==> src/ctrl_channel_pkg.sv <==
// field widths, opcode and state enums, register map and reset values of the control channel
package ctrl_channel_pkg;

	// ------------------------------------------------------------------
	// frame fields
	// ------------------------------------------------------------------
	localparam int OPCODE_WD   = 8;
	localparam int ADDR_WD     = 8;
	localparam int DATA_WD     = 16;
	localparam int BIT_CNT_WD  = 4;

	// register field widths
	localparam int LED_WD      = 5;
	localparam int TRIG_SRC_WD = 4;
	localparam int CTRL_WD     = 4;
	localparam int STATUS_WD   = 4;

	typedef enum logic [OPCODE_WD-1:0] {
		OP_WRITE = 8'h01,
		OP_READ  = 8'h02
	} op_e;

	typedef enum logic [2:0] {
		S_IDLE   = 3'd0,
		S_OPCODE = 3'd1,
		S_ADDR   = 3'd2,
		S_WDATA  = 3'd3,
		S_RDATA  = 3'd4,
		S_IGNORE = 3'd5
	} fsm_state_e;

	// ------------------------------------------------------------------
	// register map
	// ------------------------------------------------------------------
	localparam logic [ADDR_WD-1:0] ADDR_CTRL       = 8'h00;
	localparam logic [ADDR_WD-1:0] ADDR_TRIG_SRC   = 8'h01;
	localparam logic [ADDR_WD-1:0] ADDR_TRIG_DELAY = 8'h02;
	localparam logic [ADDR_WD-1:0] ADDR_LED        = 8'h03;
	localparam logic [ADDR_WD-1:0] ADDR_PIXEL_FMT  = 8'h04;
	localparam logic [ADDR_WD-1:0] ADDR_TRIG_SOFT  = 8'h05;
	// read only
	localparam logic [ADDR_WD-1:0] ADDR_STATUS     = 8'h10;
	localparam logic [ADDR_WD-1:0] ADDR_VERSION    = 8'h11;

	// control register bits
	localparam int CTRL_STREAM_EN  = 0;
	localparam int CTRL_ACQ_START  = 1;
	localparam int CTRL_TRIG_MODE  = 2;
	localparam int CTRL_SENSOR_RST = 3;

	// status word bits
	localparam int STAT_FVAL            = 0;
	localparam int STAT_DDR_ERROR       = 1;
	localparam int STAT_DDR_INIT_DONE   = 2;
	localparam int STAT_SENSOR_RST_DONE = 3;

	localparam logic [DATA_WD-1:0] PIXEL_FMT_INIT = 16'h0108;
	localparam logic [DATA_WD-1:0] VERSION_VALUE  = 16'h2015;

endpackage

==> src/spi_bus_if.sv <==
// sampled SPI events and transmit load signals between the pin sampler and the frame FSM
`timescale 1ns/1ns
interface spi_bus_if import ctrl_channel_pkg::*; ();

	// sampler side
	logic                 cs_active;
	logic                 frame_start;
	logic                 rx_strobe;
	logic                 rx_bit;
	logic [OPCODE_WD-1:0] rx_byte;

	// fsm side
	logic                 tx_load;
	logic [DATA_WD-1:0]   tx_word;
	logic                 tx_active;

	modport sampler (
		output cs_active, frame_start, rx_strobe, rx_bit, rx_byte,
		input  tx_load, tx_word, tx_active
	);

	modport fsm (
		input  cs_active, frame_start, rx_strobe, rx_bit, rx_byte,
		output tx_load, tx_word, tx_active
	);

endinterface

==> src/bit_counter.sv <==
// bit counter for the current frame field with last bit flag
`timescale 1ns/1ns
module bit_counter import ctrl_channel_pkg::*; (
	input  logic i_clk_osc_bufg,
	input  logic i_arst_n,
	input  logic i_clear,
	input  logic i_step,
	input  logic i_long,
	output logic o_last
);

	logic [BIT_CNT_WD-1:0] cnt;
	logic [BIT_CNT_WD-1:0] cnt_end;

	// opcode and address fields share the short length
	assign cnt_end = i_long ? BIT_CNT_WD'(DATA_WD - 1) : BIT_CNT_WD'(OPCODE_WD - 1);

	// high while the current bit is the final one of the field
	assign o_last = (cnt == cnt_end);

	always_ff @(posedge i_clk_osc_bufg or negedge i_arst_n) begin
		if (!i_arst_n) begin
			cnt <= '0;
		end else if (i_clear) begin
			cnt <= '0;
		end else if (i_step) begin
			// wrap so the next field starts at zero
			if (o_last) begin
				cnt <= '0;
			end else begin
				cnt <= cnt + 1'b1;
			end
		end
	end

endmodule

==> src/ctrl_channel.sv <==
// control channel top level with SPI sampler, bit counter, frame FSM and register bank
`timescale 1ns/1ns
module ctrl_channel import ctrl_channel_pkg::*; (
	input  logic                   i_clk_osc_bufg,
	input  logic                   i_arst_n,
	// spi pins
	input  logic                   i_spi_clk,
	input  logic                   i_spi_cs_n,
	input  logic                   i_spi_mosi,
	output logic                   o_spi_miso_data,
	output logic                   o_spi_miso_data_en,
	// system status
	input  logic                   i_fval,
	input  logic                   i_sensor_reset_done,
	input  logic                   i_ddr_init_done,
	input  logic                   i_ddr_error,
	// configuration
	output logic                   o_stream_enable,
	output logic                   o_acquisition_start,
	output logic                   o_trigger_mode,
	output logic                   o_reset_sensor,
	output logic                   o_trigger_soft,
	output logic [TRIG_SRC_WD-1:0] o_trigger_source,
	output logic [DATA_WD-1:0]     o_trigger_delay,
	output logic [LED_WD-1:0]      o_led_ctrl,
	output logic [DATA_WD-1:0]     o_pixel_format
);

	logic               cnt_clear;
	logic               cnt_step;
	logic               cnt_long;
	logic               cnt_last;
	logic               wr_en;
	logic [ADDR_WD-1:0] wr_addr;
	logic [DATA_WD-1:0] wr_data;
	logic [ADDR_WD-1:0] rd_addr;
	logic [DATA_WD-1:0] rd_data;

	spi_bus_if spi_bus_inst ();

	// ------------------------------------------------------------------
	// spi front end
	// ------------------------------------------------------------------
	spi_sampler spi_sampler_inst (
		.i_clk_osc_bufg		(i_clk_osc_bufg		),
		.i_arst_n			(i_arst_n			),
		.i_spi_clk			(i_spi_clk			),
		.i_spi_cs_n			(i_spi_cs_n			),
		.i_spi_mosi			(i_spi_mosi			),
		.o_spi_miso_data	(o_spi_miso_data	),
		.o_spi_miso_data_en	(o_spi_miso_data_en	),
		.bus				(spi_bus_inst.sampler	)
	);

	bit_counter bit_counter_inst (
		.i_clk_osc_bufg		(i_clk_osc_bufg		),
		.i_arst_n			(i_arst_n			),
		.i_clear			(cnt_clear			),
		.i_step				(cnt_step			),
		.i_long				(cnt_long			),
		.o_last				(cnt_last			)
	);

	// ------------------------------------------------------------------
	// frame decode and registers
	// ------------------------------------------------------------------
	ctrl_fsm ctrl_fsm_inst (
		.i_clk_osc_bufg		(i_clk_osc_bufg		),
		.i_arst_n			(i_arst_n			),
		.bus				(spi_bus_inst.fsm	),
		.o_cnt_clear		(cnt_clear			),
		.o_cnt_step			(cnt_step			),
		.o_cnt_long			(cnt_long			),
		.i_cnt_last			(cnt_last			),
		.o_wr_en			(wr_en				),
		.o_wr_addr			(wr_addr			),
		.o_wr_data			(wr_data			),
		.o_rd_addr			(rd_addr			),
		.i_rd_data			(rd_data			)
	);

	reg_bank reg_bank_inst (
		.i_clk_osc_bufg		(i_clk_osc_bufg		),
		.i_arst_n			(i_arst_n			),
		.i_wr_en			(wr_en				),
		.i_wr_addr			(wr_addr			),
		.i_rd_addr			(rd_addr			),
		.i_wr_data			(wr_data			),
		.o_rd_data			(rd_data			),
		.i_fval				(i_fval				),
		.i_sensor_reset_done	(i_sensor_reset_done	),
		.i_ddr_init_done	(i_ddr_init_done	),
		.i_ddr_error		(i_ddr_error		),
		.o_stream_enable	(o_stream_enable	),
		.o_acquisition_start	(o_acquisition_start	),
		.o_trigger_mode		(o_trigger_mode		),
		.o_reset_sensor		(o_reset_sensor		),
		.o_trigger_soft		(o_trigger_soft		),
		.o_trigger_source	(o_trigger_source	),
		.o_trigger_delay	(o_trigger_delay	),
		.o_led_ctrl			(o_led_ctrl			),
		.o_pixel_format		(o_pixel_format		)
	);

endmodule

==> src/ctrl_fsm.sv <==
// frame FSM: opcode and address decode, register write strobe, read data load
`timescale 1ns/1ns
module ctrl_fsm import ctrl_channel_pkg::*; (
	input  logic               i_clk_osc_bufg,
	input  logic               i_arst_n,
	spi_bus_if.fsm             bus,
	output logic               o_cnt_clear,
	output logic               o_cnt_step,
	output logic               o_cnt_long,
	input  logic               i_cnt_last,
	output logic               o_wr_en,
	output logic [ADDR_WD-1:0] o_wr_addr,
	output logic [DATA_WD-1:0] o_wr_data,
	output logic [ADDR_WD-1:0] o_rd_addr,
	input  logic [DATA_WD-1:0] i_rd_data
);

	fsm_state_e         state;
	fsm_state_e         state_nxt;
	op_e                opcode;
	logic [ADDR_WD-1:0] addr;
	logic [DATA_WD-1:0] wdata;
	logic               field_done;

	assign field_done = bus.rx_strobe & i_cnt_last;

	// ------------------------------------------------------------------
	// state transitions
	// ------------------------------------------------------------------
	always_comb begin
		state_nxt = state;
		case (state)
			S_IDLE: begin
				if (bus.frame_start) begin
					state_nxt = S_OPCODE;
				end
			end
			S_OPCODE: begin
				if (field_done) begin
					if (bus.rx_byte == OP_WRITE || bus.rx_byte == OP_READ) begin
						state_nxt = S_ADDR;
					end else begin
						state_nxt = S_IGNORE;
					end
				end
			end
			S_ADDR: begin
				if (field_done) begin
					state_nxt = (opcode == OP_READ) ? S_RDATA : S_WDATA;
				end
			end
			S_WDATA, S_RDATA: begin
				// any trailing bits are dropped
				if (field_done) begin
					state_nxt = S_IGNORE;
				end
			end
			default: begin
				state_nxt = state;
			end
		endcase
		// chip select high ends the frame from any state
		if (!bus.cs_active) begin
			state_nxt = S_IDLE;
		end
	end

	always_ff @(posedge i_clk_osc_bufg or negedge i_arst_n) begin
		if (!i_arst_n) begin
			state       <= S_IDLE;
			bus.tx_load <= 1'b0;
		end else begin
			state       <= state_nxt;
			bus.tx_load <= (state == S_ADDR) && field_done && (opcode == OP_READ);
		end
	end

	// ------------------------------------------------------------------
	// field capture
	// ------------------------------------------------------------------
	always_ff @(posedge i_clk_osc_bufg) begin
		if (state == S_OPCODE && field_done) begin
			opcode <= op_e'(bus.rx_byte);
		end
		if (state == S_ADDR && field_done) begin
			addr <= bus.rx_byte;
		end
		if (state == S_WDATA && bus.rx_strobe) begin
			wdata <= {wdata[DATA_WD-2:0], bus.rx_bit};
		end
	end

	// bit counter control
	assign o_cnt_clear = bus.frame_start;
	assign o_cnt_step  = bus.rx_strobe && (state != S_IDLE) && (state != S_IGNORE);
	assign o_cnt_long  = (state == S_WDATA) || (state == S_RDATA);

	// write commits on the clock edge after the last data strobe
	assign o_wr_en   = (state == S_WDATA) && field_done;
	assign o_wr_addr = addr;
	assign o_wr_data = {wdata[DATA_WD-2:0], bus.rx_bit};

	// read path
	assign o_rd_addr     = addr;
	assign bus.tx_word   = i_rd_data;
	assign bus.tx_active = (state == S_RDATA);

endmodule

==> src/reg_bank.sv <==
// configuration registers, soft trigger pulse, status word and read multiplexer
`timescale 1ns/1ns
module reg_bank import ctrl_channel_pkg::*; (
	input  logic                   i_clk_osc_bufg,
	input  logic                   i_arst_n,
	input  logic                   i_wr_en,
	input  logic [ADDR_WD-1:0]     i_wr_addr,
	input  logic [ADDR_WD-1:0]     i_rd_addr,
	input  logic [DATA_WD-1:0]     i_wr_data,
	output logic [DATA_WD-1:0]     o_rd_data,
	input  logic                   i_fval,
	input  logic                   i_sensor_reset_done,
	input  logic                   i_ddr_init_done,
	input  logic                   i_ddr_error,
	output logic                   o_stream_enable,
	output logic                   o_acquisition_start,
	output logic                   o_trigger_mode,
	output logic                   o_reset_sensor,
	output logic                   o_trigger_soft,
	output logic [TRIG_SRC_WD-1:0] o_trigger_source,
	output logic [DATA_WD-1:0]     o_trigger_delay,
	output logic [LED_WD-1:0]      o_led_ctrl,
	output logic [DATA_WD-1:0]     o_pixel_format
);

	logic [CTRL_WD-1:0]     ctrl_reg;
	logic [TRIG_SRC_WD-1:0] trig_src_reg;
	logic [DATA_WD-1:0]     trig_delay_reg;
	logic [LED_WD-1:0]      led_reg;
	logic [DATA_WD-1:0]     pixel_fmt_reg;
	logic                   trig_soft;
	logic [STATUS_WD-1:0]   status_raw;
	logic [STATUS_WD-1:0]   status_meta;
	logic [STATUS_WD-1:0]   status_sync;

	// ------------------------------------------------------------------
	// writable registers
	// ------------------------------------------------------------------
	always_ff @(posedge i_clk_osc_bufg or negedge i_arst_n) begin
		if (!i_arst_n) begin
			ctrl_reg       <= '0;
			trig_src_reg   <= '0;
			trig_delay_reg <= '0;
			led_reg        <= '0;
			pixel_fmt_reg  <= PIXEL_FMT_INIT;
			trig_soft      <= 1'b0;
		end else begin
			// one cycle pulse per write, no storage behind it
			trig_soft <= i_wr_en && (i_wr_addr == ADDR_TRIG_SOFT);
			if (i_wr_en) begin
				case (i_wr_addr)
					ADDR_CTRL:       ctrl_reg       <= i_wr_data[CTRL_WD-1:0];
					ADDR_TRIG_SRC:   trig_src_reg   <= i_wr_data[TRIG_SRC_WD-1:0];
					ADDR_TRIG_DELAY: trig_delay_reg <= i_wr_data;
					ADDR_LED:        led_reg        <= i_wr_data[LED_WD-1:0];
					ADDR_PIXEL_FMT:  pixel_fmt_reg  <= i_wr_data;
					default: begin
					end
				endcase
			end
		end
	end

	// ------------------------------------------------------------------
	// status inputs
	// ------------------------------------------------------------------
	always_comb begin
		status_raw                       = '0;
		status_raw[STAT_FVAL]            = i_fval;
		status_raw[STAT_DDR_ERROR]       = i_ddr_error;
		status_raw[STAT_DDR_INIT_DONE]   = i_ddr_init_done;
		status_raw[STAT_SENSOR_RST_DONE] = i_sensor_reset_done;
	end

	// system inputs are not in this clock domain
	always_ff @(posedge i_clk_osc_bufg or negedge i_arst_n) begin
		if (!i_arst_n) begin
			status_meta <= '0;
			status_sync <= '0;
		end else begin
			status_meta <= status_raw;
			status_sync <= status_meta;
		end
	end

	// ------------------------------------------------------------------
	// read multiplexer
	// ------------------------------------------------------------------
	always_comb begin
		case (i_rd_addr)
			ADDR_CTRL:       o_rd_data = {{(DATA_WD-CTRL_WD){1'b0}}, ctrl_reg};
			ADDR_TRIG_SRC:   o_rd_data = {{(DATA_WD-TRIG_SRC_WD){1'b0}}, trig_src_reg};
			ADDR_TRIG_DELAY: o_rd_data = trig_delay_reg;
			ADDR_LED:        o_rd_data = {{(DATA_WD-LED_WD){1'b0}}, led_reg};
			ADDR_PIXEL_FMT:  o_rd_data = pixel_fmt_reg;
			ADDR_STATUS:     o_rd_data = {{(DATA_WD-STATUS_WD){1'b0}}, status_sync};
			ADDR_VERSION:    o_rd_data = VERSION_VALUE;
			// soft trigger and unmapped addresses
			default:         o_rd_data = '0;
		endcase
	end

	assign o_stream_enable     = ctrl_reg[CTRL_STREAM_EN];
	assign o_acquisition_start = ctrl_reg[CTRL_ACQ_START];
	assign o_trigger_mode      = ctrl_reg[CTRL_TRIG_MODE];
	assign o_reset_sensor      = ctrl_reg[CTRL_SENSOR_RST];
	assign o_trigger_soft      = trig_soft;
	assign o_trigger_source    = trig_src_reg;
	assign o_trigger_delay     = trig_delay_reg;
	assign o_led_ctrl          = led_reg;
	assign o_pixel_format      = pixel_fmt_reg;

endmodule

==> src/spi_sampler.sv <==
// SPI pin synchronizers, clock and chip select edge detection, receive and transmit shifters
`timescale 1ns/1ns
module spi_sampler import ctrl_channel_pkg::*; (
	input  logic       i_clk_osc_bufg,
	input  logic       i_arst_n,
	input  logic       i_spi_clk,
	input  logic       i_spi_cs_n,
	input  logic       i_spi_mosi,
	output logic       o_spi_miso_data,
	output logic       o_spi_miso_data_en,
	spi_bus_if.sampler bus
);

	// [0] and [1] synchronize, [2] is the edge detect delay
	logic [2:0]           sclk_sync;
	logic [2:0]           cs_sync;
	logic [1:0]           mosi_sync;
	logic                 sclk_rise;
	logic                 sclk_fall;
	logic                 cs_fall;
	logic [OPCODE_WD-1:0] rx_shift;
	logic [DATA_WD-1:0]   tx_shift;
	logic                 tx_hold;

	// ------------------------------------------------------------------
	// pin synchronizers
	// ------------------------------------------------------------------
	always_ff @(posedge i_clk_osc_bufg or negedge i_arst_n) begin
		if (!i_arst_n) begin
			sclk_sync <= '0;
			cs_sync   <= '1;
			mosi_sync <= '0;
		end else begin
			sclk_sync <= {sclk_sync[1:0], i_spi_clk};
			cs_sync   <= {cs_sync[1:0], i_spi_cs_n};
			mosi_sync <= {mosi_sync[0], i_spi_mosi};
		end
	end

	assign sclk_rise = sclk_sync[1] & ~sclk_sync[2];
	assign sclk_fall = ~sclk_sync[1] & sclk_sync[2];
	assign cs_fall   = ~cs_sync[1] & cs_sync[2];

	assign bus.cs_active = ~cs_sync[1];

	// registered event pulses, 3 cycles after the pin edge
	always_ff @(posedge i_clk_osc_bufg or negedge i_arst_n) begin
		if (!i_arst_n) begin
			bus.rx_strobe   <= 1'b0;
			bus.frame_start <= 1'b0;
		end else begin
			bus.rx_strobe   <= sclk_rise;
			bus.frame_start <= cs_fall;
		end
	end

	// ------------------------------------------------------------------
	// receive shifter, msb first
	// ------------------------------------------------------------------
	always_ff @(posedge i_clk_osc_bufg) begin
		if (sclk_rise) begin
			rx_shift   <= {rx_shift[OPCODE_WD-2:0], mosi_sync[1]};
			bus.rx_bit <= mosi_sync[1];
		end
	end

	assign bus.rx_byte = rx_shift;

	// ------------------------------------------------------------------
	// transmit shifter
	// ------------------------------------------------------------------
	// the load lands before the falling edge that closes the last address
	// bit, so that edge keeps the msb on the line
	always_ff @(posedge i_clk_osc_bufg or negedge i_arst_n) begin
		if (!i_arst_n) begin
			tx_shift <= '0;
			tx_hold  <= 1'b0;
		end else if (bus.tx_load) begin
			tx_shift <= bus.tx_word;
			tx_hold  <= 1'b1;
		end else if (sclk_fall) begin
			if (tx_hold) begin
				tx_hold <= 1'b0;
			end else begin
				tx_shift <= {tx_shift[DATA_WD-2:0], 1'b0};
			end
		end
	end

	assign o_spi_miso_data    = tx_shift[DATA_WD-1];
	assign o_spi_miso_data_en = bus.tx_active;

endmodule

==> config.mk <==
export PLATFORM = sky130hd
export DESIGN_NAME = ctrl_channel
export DESIGN_NICKNAME = d
export VERILOG_FILES = /design/src/ctrl_channel_pkg.sv /design/src/spi_bus_if.sv /design/src/bit_counter.sv /design/src/ctrl_channel.sv /design/src/ctrl_fsm.sv /design/src/reg_bank.sv /design/src/spi_sampler.sv
export SDC_FILE = /design/constraint.sdc
export NUM_CORES = 1
export LEC_CHECK = 0
export BUFFER_PORTS_ARGS = -buffer_cell sky130_fd_sc_hd__buf_2
export CAP_MARGIN = 20
export CORE_MARGIN = 4
export CORE_UTILIZATION = 30
export DETAILED_ROUTE_END_ITERATION = 10
export GPL_ROUTABILITY_DRIVEN = 0
export PLACE_DENSITY = 0.55
export SLEW_MARGIN = 5
export SYNTH_ARGS = -nofsm -noshare
export SYNTH_HDL_FRONTEND = slang
export SYNTH_SLANG_ARGS = --single-unit
==> constraint.sdc <==
create_clock -name i_clk_osc_bufg -period 3.8 [get_ports i_clk_osc_bufg]
set_clock_uncertainty 0.15 [all_clocks]
set_input_delay 0.19 -clock i_clk_osc_bufg [delete_from_list [all_inputs] [get_ports i_clk_osc_bufg]]
set_output_delay 0.19 -clock i_clk_osc_bufg [all_outputs]
set_load 0.03 [all_outputs]
==> impl_results.md <==
* Outcome: finished clean
* P per Cell Area at 501 nW/um^2
* TritonCTS clock tree: done
* Top cell type's share of synthesized area at 39.6%
* Top-count cell post-synth: dfrtp_1
* Die width at 141 um
* # Max-Cap Violations at 0
* Ys async rst share at 69.5%
* Yosys warns at 0
* Drt pass-1 iters at 4
* Layout cell share with drive strength beyond 1 at 33.4%
* Finished Layout Cells at 716
* IO Pins at 57
* Worst path cell trace: or4_4 > or3_4 > or3_4 > nor2_1 > mux2_2
* Synth top cells by count: dfrtp_1 (84), nor2_1 (63), mux2_2 (50), edfxtp_1 (39), a21oi_1 (20)
* Global-route wire length before repair at 19800 um
* Crit-path max cell delay at 0.58 ns
* Max VDD drop at 0.313 mV
* Post-synth top flop: dfrtp_1
* Iteration-0 DRC Markers at 197
* Crit Path Max Fanout at 5
* Worst-skew pair later-pin latency at 0.41 ns
* WL/cell at 16.6 um
* Fin. Hold Viols at 0
* Area contributors post-synth: dfrtp_1 (40%), edfxtp_1 (22%), mux2_2 (11%), nor2_1 (4.5%), dfstp_2 (2.5%)
* Height of the die at 141 um
* Library cells used by synthesis at 55
* Initial Util at 30.7%
* Total track usage at 12.7%
* Kind of critical path: reg2reg
* Syn_area_per_cell at 13.1 sq um
* Clk buf depth at 2
* Crit path launch type: flop
* Layout area overhead at 23.3%
* PostCTS Resize Cnt at 0
* Endpoints failing setup at 0
* RSZ-0062 raised after global routing: false
* CP dominant cell by count: or3_4
* Seq/Total Area, Yosys at 64.2%
* FMAX at 0.342 GHz
* Setup_tns at 0 ns
* Worst-path clk slew at 0.05 ns
* Layout net count at 488
* Worst Max-Slew Pin Slew at 1.06 ns
* Crit-path slowest cell: or4_4
* Drt via density at 4.82
* Vias in the first global route at 3648
* Cells after DPL at 676
* Syn_nets at 416
* Largest net degree at the start of global routing at 72
* Detailed Place HPWL at 8080 um
* Antenna cells at 0
* Port Buffers at 56
* Leak at 2.88 nW
* Setup crit end kind: flop
* Detail Route Antenna Nets at 0
* Root Driver: clkbuf_16
* # rows at 48
* CP Data Required Time at 3.94 ns
* Die area at 19900 sq um
* Global route overflow at 0
* FF-to-FF Start: ctrl_fsm_inst.o_rd_addr[3]
* Yosys reg bits at 128
* H-Tree Depth at 4
* DRC Markers at 0
* Cell taking the most area after synthesis: dfrtp_1
* Worst slack, placed at 0.882 ns
* Final worst-path cycle share at 77.1%
* Post-synth EDFFs at 39
* Post-CTS Setup Repair Bufs at 0
* Setup crit start: ctrl_fsm_inst.o_rd_addr[3]
* Antenna violations before repair at 0
* TritonCTS Buffers at 17
* Relative slew slack at 28.9%
* Number of clock sinks at 128
* Crit path DAT at 3.07 ns
* Post-layout minimum cycle time at 2.93 ns
* Pins Over Slew Limit at 0
* Core Region at 17300 sq um
* Final wirelength at 11900 um
* Fill cells at 1666
* Setup ws final at 0.872 ns
* Mapped Cells at 406
* Vias post-DR at 3453
* Mapped cell area at 5310 sq um
* Path type of the worst min-delay path: reg2reg
* Launch point of the worst hold path: spi_sampler_inst.mosi_sync[0]
-- layout make-up --
type / count / area (sq um) / share of cell area [%]
sequential: 128 / 3400 / 52.0
clock inverter: 12 / 129 / 1.97
inverter: 4 / 15.0 / 0.229
timing repair buffer: 71 / 415 / 6.35
tap: 225 / 282 / 4.30
clock buffer: 20 / 489 / 7.48
multi-input combinational: 256 / 1810 / 27.6
-- placed cells by master, fill, tap and decap left out, types with 3 or more instances in the layout --
cell type | synthesis | layout
a22o_1 | 11 | 11
nand3_1 | 4 | 4
nor4_1 | 6 | 6
dlygate4sd3_1 | 0 | 8
nor2b_1 | 13 | 13
nand2b_1 | 4 | 4
buf_4 | 0 | 8
mux2i_1 | 5 | 5
buf_2 | 1 | 55
inv_1 | 4 | 4
a211oi_1 | 3 | 3
clkbuf_16 | 0 | 19
edfxtp_1 | 39 | 39
clkinv_2 | 0 | 3
dfstp_2 | 5 | 5
o22ai_1 | 4 | 4
or3b_2 | 4 | 4
clkinv_4 | 0 | 3
and2_1 | 3 | 3
dfrtp_1 | 84 | 84
nor3_1 | 6 | 6
nand2_1 | 12 | 12
a31oi_1 | 4 | 4
o21ai_0 | 6 | 6
mux2_2 | 50 | 50
a21oi_1 | 20 | 20
nor2_1 | 63 | 63
-- kinds of logic (layout without fill, tap and decap cells) --
family | after synthesis | count (layout) | share of synthesized area [%]
simple gates | 130 | 130 | 12.7
flops | 128 | 128 | 64.2
compound gates | 65 | 65 | 8.37
mux | 56 | 56 | 12.0
buf+inv | 22 | 107 | 1.93
xor+xnor | 4 | 4 | 0.660
fa+ha+maj | 1 | 1 | 0.236
-- repair_timing --
item / CTS / global route
hold endpoints to repair: 72 / 0
endpoints found under the setup margin: 0 / 0
hold buffers: 8 / 0
-- where the power goes --
group / internal [mW] / switching [mW]
registers: 1.47 / 0.0375
logic: 0.0496 / 0.0677
clock network: 1.06 / 0.596
total: 2.58 / 0.702
-- metal layers --
layer | wire (um) | track usage (%) | vias to the layer above
met2 | 5940 | 21.3 | 61
met5 | 0 | 0 | -
met3 | 397 | 3.60 | 15
li1 | - | - | 1627
met1 | 5390 | 15.9 | 1750
met4 | 170 | 4.23 | 0
-- per-stage QoR --
| step | hold slack [ns] | util [%] | total power, mW | instance area [sq um] |
|---|---|---|---|---|
| 6_report | 0.196 | 37.8 | 3.28 | 6540 |
| 5_1_grt | 0.213 | 37.8 | 3.40 | 6540 |
| 2_1_floorplan | -0.256 | - | 1.60 | 5310 |
| 3_5_place_dp | 0.146 | 33.8 | 1.64 | 5840 |
| 4_1_cts | 0.197 | 37.8 | 3.31 | 6540 |
| 3_3_place_gp | 0.146 | 33.8 | 1.64 | 5840 |
-- worst paths after layout --
check / slack (ns) / depth (start not counted) / endpoint
min in group asynchronous: 0.31 / 2 / spi_sampler_inst.mosi_sync[0]
worst min-delay path: 0.20 / 0 / spi_sampler_inst.mosi_sync[1]
max in group asynchronous: 2.39 / 3 / spi_sampler_inst.tx_shift[12]
worst max-delay path: 0.87 / 5 / reg_bank_inst.o_led_ctrl[3]
worst min register to register: 0.20 / 0 / spi_sampler_inst.mosi_sync[1]
worst max register to register: 0.87 / 5 / reg_bank_inst.o_led_ctrl[3]
-- critical path, delay by kind of cell, from the launching register on --
kind,cells,cell delay (ns)
DFF,1,0.39
and+or+nand+nor,4,1.86
muxes,1,0.41
Power figures use the tool's default switching activity.
